--- config.mk ---
export PLATFORM = sky130hd
export DESIGN_NAME = txSequencer
export DESIGN_NICKNAME = d
export VERILOG_FILES = /design/src/txInstrPkg.sv /design/src/txControlPkg.sv /design/src/instrQueueIf.sv /design/src/instructionFetch.sv /design/src/instructionExecutor.sv /design/src/pulseChannelBank.sv /design/src/controlModeDecoder.sv /design/src/txSequencer.sv
export VERILOG_INCLUDE_DIRS = /design/src
export SDC_FILE = /design/constraint.sdc
export NUM_CORES = 1
export LEC_CHECK = 0
export ABC_AREA = 1
export ABC_CLOCK_PERIOD_IN_PS = 6000
export BUFFER_PORTS_ARGS = -buffer_cell sky130_fd_sc_hd__buf_2
export CORE_ASPECT_RATIO = 0.6
export CORE_MARGIN = 1.5
export CORE_UTILIZATION = 55
export CTS_CLUSTER_DIAMETER = 60
export DETAILED_ROUTE_END_ITERATION = 10
export PLACE_DENSITY_LB_ADDON = 0.08
export SLEW_MARGIN = 30
export SYNTH_ARGS = -nofsm -noshare
export SYNTH_HDL_FRONTEND = slang
export SYNTH_SLANG_ARGS = --single-unit
--- constraint.sdc ---
create_clock -name txCLK -period 6 [get_ports txCLK]
set_clock_uncertainty 0.2 [all_clocks]
set_input_delay 0.6 -clock txCLK [delete_from_list [all_inputs] [get_ports txCLK]]
set_output_delay 0.6 -clock txCLK [all_outputs]
set_load 0.005 [all_outputs]
--- src/txSequencer_settings.svh ---
`ifndef TX_SEQUENCER_SETTINGS_SVH
`define TX_SEQUENCER_SETTINGS_SVH

// transducer channels driven by the bank
`define TX_CHANNELS 8

// program memory address width
`define TX_ADDR_W 14

// wait field and phase delay widths
`define TX_DELAY_W 16
`define TX_PHASE_W 8

// instruction queue entries, also the initial fetch credits
`define TX_QUEUE_DEPTH 2

// cycles a fired channel stays high
`define TX_PULSE_CYCLES 4

`endif

--- src/txInstrPkg.sv ---
`include "txSequencer_settings.svh"

package txInstrPkg;

	typedef logic [`TX_ADDR_W-1:0] instrAddrT;

	// opcode [31:28], operand [27:20], spare [19:16], wait [15:0]
	typedef logic [31:0] instrWordT;

	typedef enum logic [3:0] {
		setTrig     = 4'd0,
		setLeds     = 4'd1,
		triggerRecv = 4'd2,
		firePulse   = 4'd5,
		programEnd  = 4'd15
	} opcodeT;

	typedef logic [7:0] operandT;
	typedef logic [`TX_DELAY_W-1:0] waitT;
	typedef logic [`TX_PHASE_W-1:0] phaseT;

	function automatic opcodeT opcodeOf(instrWordT word);
		return opcodeT'(word[31:28]);
	endfunction

	function automatic operandT operandOf(instrWordT word);
		return word[27:20];
	endfunction

	function automatic waitT waitOf(instrWordT word);
		return word[15:0];
	endfunction

endpackage

--- src/txControlPkg.sv ---
package txControlPkg;

	// operator commands, sampled every cycle
	typedef enum logic [7:0] {
		hardReset        = 8'd0,
		softReset        = 8'd1,
		loadProgram      = 8'd2,
		setTrigOutput    = 8'd4,
		setTrigRestLevel = 8'd5,
		testTrigOutput   = 8'd6,
		setLedOutput     = 8'd8,
		runProgram       = 8'd128
	} controlCmdT;

	typedef enum logic [2:0] {
		idle,
		manual,
		loading,
		running,
		done
	} modeT;

endpackage

--- src/instrQueueIf.sv ---
`timescale 1ns/1ps

interface instrQueueIf;

	import txInstrPkg::*;

	logic pushValid;
	instrWordT pushWord;
	logic creditReturn;
	// empties the queue and restores credits
	logic flush;

	modport producer (
		output pushValid,
		output pushWord,
		input creditReturn,
		input flush
	);

	modport consumer (
		input pushValid,
		input pushWord,
		output creditReturn,
		input flush
	);

endinterface

--- src/instructionFetch.sv ---
`timescale 1ns/1ps
`include "txSequencer_settings.svh"

module instructionFetch (
	input logic txCLK,
	input logic rstN,
	input txInstrPkg::instrAddrT programStartAddr,
	input txInstrPkg::instrWordT instrData,
	input logic runEnable,
	instrQueueIf.producer queue,
	output txInstrPkg::instrAddrT instrReadAddr
);

	localparam int CreditW = $clog2(`TX_QUEUE_DEPTH + 1);

	logic [CreditW-1:0] credits;
	logic readPending;
	logic issueRead;

	// each read reserves one queue slot ahead of time
	assign issueRead = runEnable && !queue.flush && (credits != '0);

	always_ff @(posedge txCLK)
	begin
		if (!rstN)
		begin
			instrReadAddr <= '0;
			credits <= CreditW'(`TX_QUEUE_DEPTH);
			readPending <= 1'b0;
			queue.pushValid <= 1'b0;
		end
		else if (queue.flush)
		begin
			instrReadAddr <= programStartAddr;
			credits <= CreditW'(`TX_QUEUE_DEPTH);
			readPending <= 1'b0;
			queue.pushValid <= 1'b0;
		end
		else
		begin
			if (issueRead)
				instrReadAddr <= instrReadAddr + 1'b1;
			credits <= credits - CreditW'(issueRead) + CreditW'(queue.creditReturn);
			readPending <= issueRead;
			queue.pushValid <= readPending;
		end
	end

	// memory answers one cycle after the read, word goes out the cycle after
	always_ff @(posedge txCLK)
	begin
		if (readPending)
			queue.pushWord <= instrData;
	end

	creditsBounded: assert property (@(posedge txCLK) disable iff (!rstN)
		credits <= CreditW'(`TX_QUEUE_DEPTH));

endmodule

--- src/instructionExecutor.sv ---
`timescale 1ns/1ps
`include "txSequencer_settings.svh"

module instructionExecutor (
	input logic txCLK,
	input logic rstN,
	input logic runEnable,
	input logic adcTriggerAck,
	input logic bankBusy,
	instrQueueIf.consumer queue,
	output txInstrPkg::operandT programTrig,
	output txInstrPkg::operandT programLed,
	output logic adcTrigger,
	output logic fireStart,
	output logic [`TX_CHANNELS-1:0] fireMask,
	output logic programDone
);

	import txInstrPkg::*;

	localparam int PtrW = ($clog2(`TX_QUEUE_DEPTH) > 0) ? $clog2(`TX_QUEUE_DEPTH) : 1;
	localparam int CountW = $clog2(`TX_QUEUE_DEPTH + 1);
	localparam logic [PtrW-1:0] LastPtr = PtrW'(`TX_QUEUE_DEPTH - 1);

	instrWordT queueMem [`TX_QUEUE_DEPTH];
	logic [PtrW-1:0] wrPtr;
	logic [PtrW-1:0] rdPtr;
	logic [CountW-1:0] count;
	waitT waitCnt;
	instrWordT headWord;
	opcodeT headOp;
	operandT headOperand;
	logic pop;
	logic fireOk;

	assign headWord = queueMem[rdPtr];
	assign headOp = opcodeOf(headWord);
	assign headOperand = operandOf(headWord);

	// next instruction starts once the current wait has run out
	assign pop = runEnable && !queue.flush && !programDone && (count != '0) && (waitCnt == '0);

	// a second fire before the bank reports busy is dropped
	assign fireOk = pop && (headOp == firePulse) && !bankBusy && !fireStart;

	always_ff @(posedge txCLK)
	begin
		if (!rstN || queue.flush)
		begin
			wrPtr <= '0;
			rdPtr <= '0;
			count <= '0;
			waitCnt <= '0;
			programTrig <= '0;
			programLed <= '0;
			adcTrigger <= 1'b0;
			fireStart <= 1'b0;
			programDone <= 1'b0;
			queue.creditReturn <= 1'b0;
		end
		else
		begin
			queue.creditReturn <= pop;
			fireStart <= fireOk;
			if (queue.pushValid)
				wrPtr <= (wrPtr == LastPtr) ? '0 : wrPtr + 1'b1;
			if (pop)
				rdPtr <= (rdPtr == LastPtr) ? '0 : rdPtr + 1'b1;
			count <= count + CountW'(queue.pushValid) - CountW'(pop);
			if (adcTrigger && adcTriggerAck)
				adcTrigger <= 1'b0;
			if (pop)
			begin
				waitCnt <= waitOf(headWord);
				case (headOp)
					setTrig: programTrig <= headOperand;
					setLeds: programLed <= headOperand;
					triggerRecv: adcTrigger <= 1'b1;
					programEnd: programDone <= 1'b1;
					default: ;
				endcase
			end
			else if (waitCnt != '0)
				waitCnt <= waitCnt - 1'b1;
		end
	end

	always_ff @(posedge txCLK)
	begin
		if (queue.pushValid)
			queueMem[wrPtr] <= queue.pushWord;
		if (fireOk)
			fireMask <= headOperand[`TX_CHANNELS-1:0];
	end

	// credits in fetch must keep pushes within the free entries
	noPushWhenFull: assert property (@(posedge txCLK) disable iff (!rstN)
		queue.pushValid |-> (count < CountW'(`TX_QUEUE_DEPTH)));

endmodule

--- src/pulseChannelBank.sv ---
`timescale 1ns/1ps
`include "txSequencer_settings.svh"

module pulseChannelBank (
	input logic txCLK,
	input logic rstN,
	input logic fireStart,
	input logic [`TX_CHANNELS-1:0] fireMask,
	input logic [`TX_CHANNELS-1:0] channelMask,
	input txInstrPkg::phaseT [`TX_CHANNELS-1:0] phaseDelays,
	input logic flush,
	output logic [`TX_CHANNELS-1:0] transducerOut,
	output logic bankBusy
);

	import txInstrPkg::*;

	localparam int PulseW = $clog2(`TX_PULSE_CYCLES + 1);

	logic [`TX_CHANNELS-1:0] pending;
	logic accept;

	assign bankBusy = (|pending) || (|transducerOut);
	assign accept = fireStart && !bankBusy;

	for (genvar ch = 0; ch < `TX_CHANNELS; ch++)
	begin : gChannel
		phaseT delayCnt;
		logic [PulseW-1:0] pulseCnt;
		logic waiting;
		logic armed;

		assign armed = fireMask[ch] & channelMask[ch];
		assign pending[ch] = waiting;
		assign transducerOut[ch] = (pulseCnt != '0);

		always_ff @(posedge txCLK)
		begin
			if (!rstN || flush)
			begin
				waiting <= 1'b0;
				pulseCnt <= '0;
			end
			else if (accept && armed)
			begin
				// zero phase goes high right after the fire start
				if (phaseDelays[ch] == '0)
					pulseCnt <= PulseW'(`TX_PULSE_CYCLES);
				else
					waiting <= 1'b1;
			end
			else if (waiting && (delayCnt == phaseT'(1)))
			begin
				waiting <= 1'b0;
				pulseCnt <= PulseW'(`TX_PULSE_CYCLES);
			end
			else if (pulseCnt != '0)
				pulseCnt <= pulseCnt - 1'b1;
		end

		always_ff @(posedge txCLK)
		begin
			if (accept)
				delayCnt <= phaseDelays[ch];
			else if (waiting)
				delayCnt <= delayCnt - 1'b1;
		end
	end

	// executor holds back fires until the bank is idle again
	fireOnlyWhenIdle: assert property (@(posedge txCLK) disable iff (!rstN)
		fireStart |-> !bankBusy);

endmodule

--- src/controlModeDecoder.sv ---
`timescale 1ns/1ps

module controlModeDecoder (
	input logic txCLK,
	input logic rstN,
	input txControlPkg::controlCmdT controlCmd,
	input logic [7:0] ledReg,
	input logic [7:0] trigReg,
	input logic [7:0] trigRestLevelReg,
	input txInstrPkg::operandT programTrig,
	input txInstrPkg::operandT programLed,
	input logic programDone,
	output logic [7:0] trigOut,
	output logic [7:0] ledOut,
	output logic runEnable,
	output logic flush
);

	import txControlPkg::*;

	controlCmdT cmdQ;
	modeT mode;
	logic [7:0] restLevel;
	logic [7:0] manualTrig;
	logic [7:0] manualLed;

	always_ff @(posedge txCLK)
	begin
		if (!rstN)
		begin
			cmdQ <= hardReset;
			mode <= idle;
			restLevel <= '0;
			manualTrig <= '0;
			manualLed <= '0;
		end
		else
		begin
			cmdQ <= controlCmd;
			case (controlCmd)
				hardReset:
				begin
					mode <= idle;
					restLevel <= '0;
					manualTrig <= '0;
					manualLed <= '0;
				end
				softReset: mode <= idle;
				loadProgram: mode <= loading;
				setTrigOutput:
				begin
					mode <= manual;
					manualTrig <= trigReg;
				end
				setTrigRestLevel:
				begin
					mode <= manual;
					restLevel <= trigRestLevelReg;
					manualTrig <= trigRestLevelReg;
				end
				testTrigOutput:
				begin
					mode <= manual;
					manualTrig <= trigReg ^ restLevel;
				end
				setLedOutput:
				begin
					mode <= manual;
					manualLed <= ledReg;
				end
				runProgram: mode <= programDone ? done : running;
				default: mode <= idle;
			endcase
		end
	end

	// outputs sit at rest unless a program or a manual command owns them
	always_comb
	begin
		case (mode)
			manual:
			begin
				trigOut = manualTrig;
				ledOut = manualLed;
			end
			running, done:
			begin
				trigOut = programTrig ^ restLevel;
				ledOut = programLed;
			end
			default:
			begin
				trigOut = restLevel;
				ledOut = '0;
			end
		endcase
	end

	assign runEnable = (mode == running);
	assign flush = (cmdQ == hardReset) || (cmdQ == softReset) || (cmdQ == loadProgram);

endmodule

--- src/txSequencer.sv ---
`timescale 1ns/1ps
`include "txSequencer_settings.svh"

module txSequencer (
	input logic txCLK,
	input logic rstN,
	input txControlPkg::controlCmdT controlCmd,
	input txInstrPkg::instrAddrT programStartAddr,
	input txInstrPkg::instrWordT instrData,
	input logic [`TX_CHANNELS-1:0] channelMask,
	input txInstrPkg::phaseT [`TX_CHANNELS-1:0] phaseDelays,
	input logic [7:0] ledReg,
	input logic [7:0] trigReg,
	input logic [7:0] trigRestLevelReg,
	input logic adcTriggerAck,
	output txInstrPkg::instrAddrT instrReadAddr,
	output logic [`TX_CHANNELS-1:0] transducerOut,
	output logic [7:0] trigOut,
	output logic [7:0] ledOut,
	output logic adcTrigger,
	output logic programDone
);

	import txInstrPkg::*;

	operandT programTrig;
	operandT programLed;
	logic runEnable;
	logic fireStart;
	logic [`TX_CHANNELS-1:0] fireMask;
	logic bankBusy;

	instrQueueIf queueBus ();

	controlModeDecoder modeDecoder0 (
		.txCLK(txCLK),
		.rstN(rstN),
		.controlCmd(controlCmd),
		.ledReg(ledReg),
		.trigReg(trigReg),
		.trigRestLevelReg(trigRestLevelReg),
		.programTrig(programTrig),
		.programLed(programLed),
		.programDone(programDone),
		.trigOut(trigOut),
		.ledOut(ledOut),
		.runEnable(runEnable),
		.flush(queueBus.flush)
	);

	instructionFetch fetch0 (
		.txCLK(txCLK),
		.rstN(rstN),
		.programStartAddr(programStartAddr),
		.instrData(instrData),
		.runEnable(runEnable),
		.queue(queueBus.producer),
		.instrReadAddr(instrReadAddr)
	);

	instructionExecutor executor0 (
		.txCLK(txCLK),
		.rstN(rstN),
		.runEnable(runEnable),
		.adcTriggerAck(adcTriggerAck),
		.bankBusy(bankBusy),
		.queue(queueBus.consumer),
		.programTrig(programTrig),
		.programLed(programLed),
		.adcTrigger(adcTrigger),
		.fireStart(fireStart),
		.fireMask(fireMask),
		.programDone(programDone)
	);

	pulseChannelBank channelBank0 (
		.txCLK(txCLK),
		.rstN(rstN),
		.fireStart(fireStart),
		.fireMask(fireMask),
		.channelMask(channelMask),
		.phaseDelays(phaseDelays),
		.flush(queueBus.flush),
		.transducerOut(transducerOut),
		.bankBusy(bankBusy)
	);

endmodule

==> summary.txt, run 1 <==
Logic synthesis
  • Post-Syn Area per Cell: 8.71 um^2
  • Post-Synthesis Cells: around 1600
  • Register area share after synthesis: a little over half
  • Mapped Nets: between 1500 and 2000
  • Largest family of logic cells by synthesized area: simple AND/OR/NAND/NOR gates
  • Synth cell types: 45
  • Synth Area in XOR/XNOR: 5.31%
  • Async set-reset flop share out of synthesis: 0%
  • Post-synthesis compound-gate area fraction: 8.40%
  • Leading area contributor after synthesis: edfxtp_1
  • Main synth FF type: edfxtp_1
  • Number of flops mapped to enable cells by yosys: 156
  • Mux contribution to synthesized area: 0.320%
  • Cell Area, Synth: roughly 14000 um^2
  • Adder-Cell Fraction of Synth Area: roughly 3.4%
  • Top cells by area, synth: edfxtp_1 34%, dfxtp_1 18%, nand2_1 10%
  • Yosys top cell area share: ~34%
  • Simple-gate share of the synthesized area: roughly a quarter
  • Post-synthesis register bit count: roughly 280
  • Synth warn: 0

Power
  • PwrDens: roughly 330 nW/um^2
  • Maximum vdd drop: approximately 0.18 mV
  • Leak Pwr: roughly 6.5 nW

Clock tree
  • Post-CTS setup buffer count: 0
  • CTS tree: built
  • H-tree Lvls: 1
  • TritonCTS Sinks: 282
  • Post-CTS Resized: 0
  • Worst skew pair latency: between 0.5 and 0.6 ns
  • # hold bufs at CTS: 0
  • CTS Root Cell: clkbuf_16
  • Clock buffer count from CTS: 26
  • Clock transition at the registers of the reported paths: around 0.06 ns
  • Max Root-Sink Buffers: 3

Global routing
  • Grt total ovfl: 0
  • GRT Total Usage: between 20% and 30%
  • First-pass GRT wire length: 53.3 mm
  • Vias in the first global route: ~10000
  • Initial antenna violation count: 0
  • Largest net degree at the start of global routing: 63

Placement
  • DP HPWL: about 24 mm
  • Gpl congestion: roughly 0.87
  • Input/output buffers: between 150 and 200

Die
  • Core area: approximately 24000 um^2
  • Initial Util: 56.3%
  • Die X: 207 um
  • Die area: ~26000 um^2
  • # rows: 44
  • I/O Pins: 193
  • Die Y-Extent: between 100 and 150 um

STA
  • Slew margin rel.: 41.8%
  • Fin. Hold Viols: 0
  • Minimum clock period after layout: between 3 and 4 ns
  • Setup TNS: 0 ns
  • RSZ-0062 raised after global routing: false
  • Setup violations, final: 0
  • Worst-margin pin slew: a little under 0.9 ns
  • Fin crit share: 55.8%
  • Max-slew violation count: 0
  • Fmax: roughly 300 MHz
  • Hold WS: approximately 0.031 ns

Critical path
  • Critical path fanouts, max: 9
  • Slowest cell on the critical path: nor2_1
  • Setup crit end kind: output port
  • Worst-path cell chain: o21ai_0, nand2_2, clkinv_1, nor2_1, nand2_1, o211ai_1, buf_2
  • Startpoint Class: flop
  • Kind of critical path: flop to output port
  • Crit path required time: 5.20 ns
  • CP peak stage delay: approximately 0.54 ns
  • Critical path data arrival time: between 2 and 3 ns

Min path
  • Hold crit path type: input pin to flop

Layout
  • Nets: 1948
  • Share of layout cells above drive strength 1: between 15 and 20%
  • Most frequent cells in the layout: 382 x nand2_1, 188 x buf_2, 184 x nor2_1
  • P&R area growth vs syn: 15.2%
  • Filler cell count in the final layout: roughly 2100
  • Most common cell after layout, fill and taps aside: nand2_1
  • Ant diodes: 0

Routing
  • DRT iter0 DRCs: between 800 and 900
  • # DRC: 0
  • DR WL/cell: between 15 and 20 um
  • Routed vias/inst: 5.33
  • Final ANT Viol Nets: 0
  • Routed wire length: about 33 mm
  • Pre-Repair DR Iteration Count: 5
  • Via count: roughly 11000

Job
  • MaxCap Viol Count: 0

Outcome
  • Run status: completed
per-stage QoR:
stage | area (um^2) | setup slack (ns) | utilization, % | power, mW | instances
finish | 15800 | 2.65 | 64.8 | 5.26 | 2100
global placement | 14900 | 2.55 | 61.3 | 3.56 | 2052
detailed placement | 14900 | 2.51 | 61.3 | 3.60 | 2052
CTS | 15800 | 2.68 | 64.8 | 5.26 | 2100
global route | 15800 | 2.52 | 64.8 | 5.56 | 2100
floorplan | 13700 | 3.77 | - | 3.24 | 1572
cell families (layout without fill, tap and decap cells):
family                   after synthesis  in the layout
AO/OA/AOI/OAI                        205            205
XOR/XNOR                              83             83
adder cells (fa/ha/maj)               37             37
buffers and inverters                192            398
flip-flops                           282            282
multiplexers                           4              4
AND/OR/NAND/NOR                      769            769
registers in the layout (all words and copies together), names as in the netlist, 14 cells and up, named ones only:
name,flops
channelBank0.gChannel.delayCnt,64
channelBank0.gChannel.pulseCnt,24
fetch0.queue.pushWord,28
executor0.queueMem,56
executor0.waitCnt,16
fetch0.instrReadAddr,14
power by group:
part	total [mW]	leakage (nW)	switching, mW	internal [mW]
Sequential	2.24	2.43	0.0903	2.15
Clock	1.67	0.412	0.716	0.952
Combinational	1.35	3.64	0.831	0.515
Total	5.26	6.48	1.64	3.62
routing by layer:
metal | vias to the layer above | track usage (%) | share of wire (%)
met2 | 353 | 38.0 | 42
met5 | - | 0 | 0
li1 | 5617 | - | -
met4 | 0 | 4.95 | 1.5
met1 | 5190 | 39.9 | 50
met3 | 38 | 4.74 | 6.7
path summary, 6_finish.rpt:
path | endpoint | startpoint | slack, ns | cells after the start
worst max-delay path | trigOut[4] | modeDecoder0.mode[1]$_SDFF_PN0_ | 2.65 | 7
worst min-delay path | fetch0.queue.pushWord[30]$_DFFE_PP_ | instrData[30] | 0.03 | 1
worst max register to register | channelBank0.gChannel[1].delayCnt[0]$_DFFE_PP_ | channelBank0.gChannel[7].pulseCnt[0]$_SDFFE_PP0P_ | 2.98 | 10
worst min register to register | executor0.queueMem[1][22]$_DFFE_PP_ | fetch0.queue.pushWord[22]$_DFFE_PP_ | 0.24 | 0
final cells by class:
type / instances / area [um^2] / area share [%]
flip-flops and latches: 282 / 7210 / 45.7
inverters: 155 / 583 / 3.70
repair buffers: 195 / 993 / 6.30
multi-input cells: 1098 / 5740 / 36.4
clock buffers: 33 / 698 / 4.43
well taps: 322 / 403 / 2.55
clock inverters: 15 / 150 / 0.952
synthesized netlist by cell type (all sizes together), types with 4 or more instances:
cell type and instances:
nor2 198, ha 37, a21oi 84, xor2 39, nand4 32, a31oi 10
clkbuf 23, or2 8, buf 14, nor4 11, mux2i 4, o21ai 75
nor3b 6, a22o 8, nand2 393, xnor2 44, a41oi 8, o211ai 12
nor3 35, dfxtp 126, inv 154, nand3 82, edfxtp 156
worst max-delay path: cells and delay by family, from the launching register on:
kind / cells / cell delay (ns)
simple gates: 3 / 0.87
buf+inv: 2 / 0.47
flops: 1 / 0.39
compound gates: 2 / 0.28
No activity file was read; power rests on OpenSTA's default activity.
==> run 2: changes to the inputs <==
--- a/config.mk
+++ b/config.mk
@@ -7,7 +7,7 @@
 export NUM_CORES = 1
 export LEC_CHECK = 0
 export ABC_AREA = 1
-export ABC_CLOCK_PERIOD_IN_PS = 6000
+export ABC_CLOCK_PERIOD_IN_PS = 3200
 export BUFFER_PORTS_ARGS = -buffer_cell sky130_fd_sc_hd__buf_2
 export CORE_ASPECT_RATIO = 0.6
 export CORE_MARGIN = 1.5
==> constraint.sdc (replaced) <==
create_clock -name txCLK -period 3.2 [get_ports txCLK]
set_clock_uncertainty 0.2 [all_clocks]
set_input_delay 0.32 -clock txCLK [delete_from_list [all_inputs] [get_ports txCLK]]
set_output_delay 0.32 -clock txCLK [all_outputs]
set_load 0.005 [all_outputs]
==> summary.txt, run 2 (synthesized netlist as in run 1, its figures left out) <==
Layout
  • Most common cell after layout, fill and taps aside: nand2_1
  • Most flop-heavy register: channelBank0.gChannel.delayCnt
  • Share of layout cells above drive strength 1: 15.4% (-0.66 points)
  • Nets: 2122 (+8.9%)
  • Ant diodes: 0 (unchanged)
  • Footprint of the multi-input gates: 5730 um^2 (-0.22%)
  • Final std cell area, no fill: 17400 um^2 (+11%)
  • Register area: 7210 um^2 (unchanged)
  • Filler cell count in the final layout: 1887 (-9.7%)
  • P&R area growth vs syn: 27.3%
  • Most frequent cells in the layout: 382 x nand2_1, 188 x buf_2, 183 x nor2_1
  • Largest register FFs: 64 (unchanged)
  • Largest registers: channelBank0.gChannel.delayCnt (64), executor0.queueMem (56), fetch0.queue.pushWord (28)

Power
  • Leak Pwr: 7.21 nW (+11%)
  • Comb pwr share: 27.1% (+1.5 points)
  • Internal power: 6.82 mW (+89%)
  • Switching power: 3.14 mW (+91%)
  • Maximum vdd drop: 0.493 mV (+170%)
  • Seq pwr share: 42.2% (-0.5 points)
  • Net Sw Frac: 31.5% (+0.33 points)
  • PwrDens: 571 nW/um^2 (+71%)
  • Clock Power Share: 30.7% (-1.0 points)

Die
  • Die X: 207 um (unchanged)
  • # rows: 44 (unchanged)
  • Core area: 24300 um^2 (unchanged)
  • Initial Util: 56.3% (unchanged)
  • Die area: 25900 um^2 (unchanged)
  • I/O Pins: 193 (unchanged)
  • Die Y-Extent: 125 um (unchanged)

Critical path
  • Critical path fanouts, max: 22 (+13)
  • Worst-path cell chain: nor2_1, nand2_1, nor2_2, buf_4, inv_1, nand2_1, nand3_1, o211ai_1, dlygate4sd3_1, nor2_1
  • Kind of critical path: flop to flop
  • Crit path required time: 3.46 ns (-1.74 ns)
  • Startpoint Class: flop
  • Crit. path cell count: 10 (+3)
  • Critical path data arrival time: 3.23 ns (+0.68 ns)
  • CP peak stage delay: 0.59 ns (+0.05 ns)
  • Slowest cell on the critical path: dlygate4sd3_1
  • R2r worst-path depth: 10 (unchanged)
  • Buf+Inv Stages, Crit Path: 3 (+1)
  • Critical R2R Launch: modeDecoder0.cmdQ[3]$_SDFF_PN0_
  • Setup crit end kind: flop
  • Top Family by Delay on Critical Path: buffers and inverters
  • Setup crit start: modeDecoder0.cmdQ[3]$_SDFF_PN0_

STA
  • Max-slew violation count: 0 (unchanged)
  • Hold WS: 0.0331 ns (+0.00176 ns)
  • Worst-margin pin slew: 0.752 ns (-0.118 ns)
  • Setup TNS: 0 ns (unchanged)
  • Fin crit share: between 90 and 100%
  • PnR worst setup slack: 0.228 ns (-2.42 ns)
  • RSZ-0062 raised after global routing: false
  • Slew margin rel.: 49.7% (+7.9 points)
  • Fin. Hold Viols: 0 (unchanged)
  • Minimum clock period after layout: 2.97 ns
  • Fmax: 336 MHz
  • Setup violations, final: 0 (unchanged)

Placement
  • Post-Place Setup Slack: 0.436 ns (-2.07 ns)
  • DP HPWL: 25.2 mm (+2.8%)
  • Area after DPL: 15000 um^2 (+0.82%)
  • Gpl congestion: 0.887 (+1.7%)
  • Input/output buffers: 188 (unchanged)

Global routing
  • GRT Total Usage: 28.4% (+2.6 points)
  • Initial antenna violation count: 0 (unchanged)
  • Largest net degree at the start of global routing: 34 (-46%)
  • Vias in the first global route: 11500 (+9.8%)
  • First-pass GRT wire length: 58.4 mm (+9.7%)
  • Grt total ovfl: 0 (unchanged)

Min path
  • Hold crit path type: input pin to flop
  • Min-Delay Path Depth: 5 (+4)
  • Hold Path Origin: programStartAddr[3]

Outcome
  • Run status: completed

Routing
  • # DRC: 0 (unchanged)
  • Max Used Layer: met4
  • DRT iter0 DRCs: 875 (+8.4%)
  • Routed wire length: 36.5 mm (+10%)
  • DR WL/cell: 16.1 um (+2.0%)
  • DR WL met3: 2.22 mm (-0.76%)
  • Via count: 12000 (+7.3%)
  • Routed vias/inst: 5.29 (-0.88%)
  • Final ANT Viol Nets: 0 (unchanged)
  • Met1 WL: 17.8 mm (+7.8%)
  • Met2 routed WL: 15.8 mm (+14%)
  • Pre-Repair DR Iteration Count: 5 (unchanged)

Clock tree
  • TritonCTS Sinks: 282 (unchanged)
  • CTS Root Cell: clkbuf_16
  • Clock transition at the registers of the reported paths: 0.07 ns (about the same)
  • Worst skew pair latency: 0.56 ns (about the same)
  • Clock buffer count from CTS: 26 (unchanged)
  • H-tree Lvls: 1 (unchanged)
  • Max Root-Sink Buffers: 3 (unchanged)
  • CTS tree: built
  • Post-CTS setup buffer count: 0 (unchanged)

Job
  • MaxCap Viol Count: 0 (unchanged)
-- run 2: routing by layer --
layer,global-route usage [%],up-vias
li1,-,5964
met1,42.2,5587
met2,44.0,416
met3,4.28,52
met4,6.39,0
met5,0,-
-- run 2: per-stage QoR --
stage / power, mW / std cells / util [%]
3_3_place_gp: 6.69 / 2069 / 61.8
4_1_cts: 9.95 / 2274 / 71.7
3_5_place_dp: 6.77 / 2069 / 61.8
5_1_grt: 10.5 / 2274 / 71.7
6_report: 9.96 / 2274 / 71.7
2_1_floorplan: 6.08 / 1572 / -
-- run 2: final timing paths --
check                                                              to  slack [ns]
worst max-delay path            fetch0.instrReadAddr[12]$_SDFFE_PN0P_        0.23
worst min-delay path             fetch0.instrReadAddr[3]$_SDFFE_PN0P_        0.03
worst max register to register  fetch0.instrReadAddr[12]$_SDFFE_PN0P_        0.23
worst min register to register    executor0.queueMem[1][23]$_DFFE_PP_        0.24
-- run 2: layout make-up --
| class | count | share of cell area [%] |
|---|---|---|
| multi-input cells | 1098 | 32.9 |
| well taps | 322 | 2.31 |
| inverters | 155 | 3.34 |
| repair buffers | 369 | 15.4 |
| flip-flops and latches | 282 | 41.3 |
| clock inverters | 8 | 0.452 |
| clock buffers | 40 | 4.27 |
-- run 2: power by group through the flow --
stage | logic, mW | registers (mW) | clock network (mW)
after detailed placement | 2.49 | 4.28 | 0
after floorplan | 1.84 | 4.24 | 0
final | 2.69 | 4.21 | 3.06
after global routing | 3.04 | 4.23 | 3.25
after global placement | 2.42 | 4.27 | 0
after CTS | 2.65 | 4.20 | 3.09
-- run 2: repair_timing --
action | in CTS | in global routing
hold endpoints to repair | 144 | 0
setup endpoints to repair | 0 | 8
resized for setup | 0 | 1
hold buffers | 157 | 0
-- run 2: worst min-delay path, cell delays in order --
cell,delay [ns]
buf_2,0.09
nor2_1,0.04
a31oi_1,0.12
o21ai_0,0.08
a21oi_1,0.10
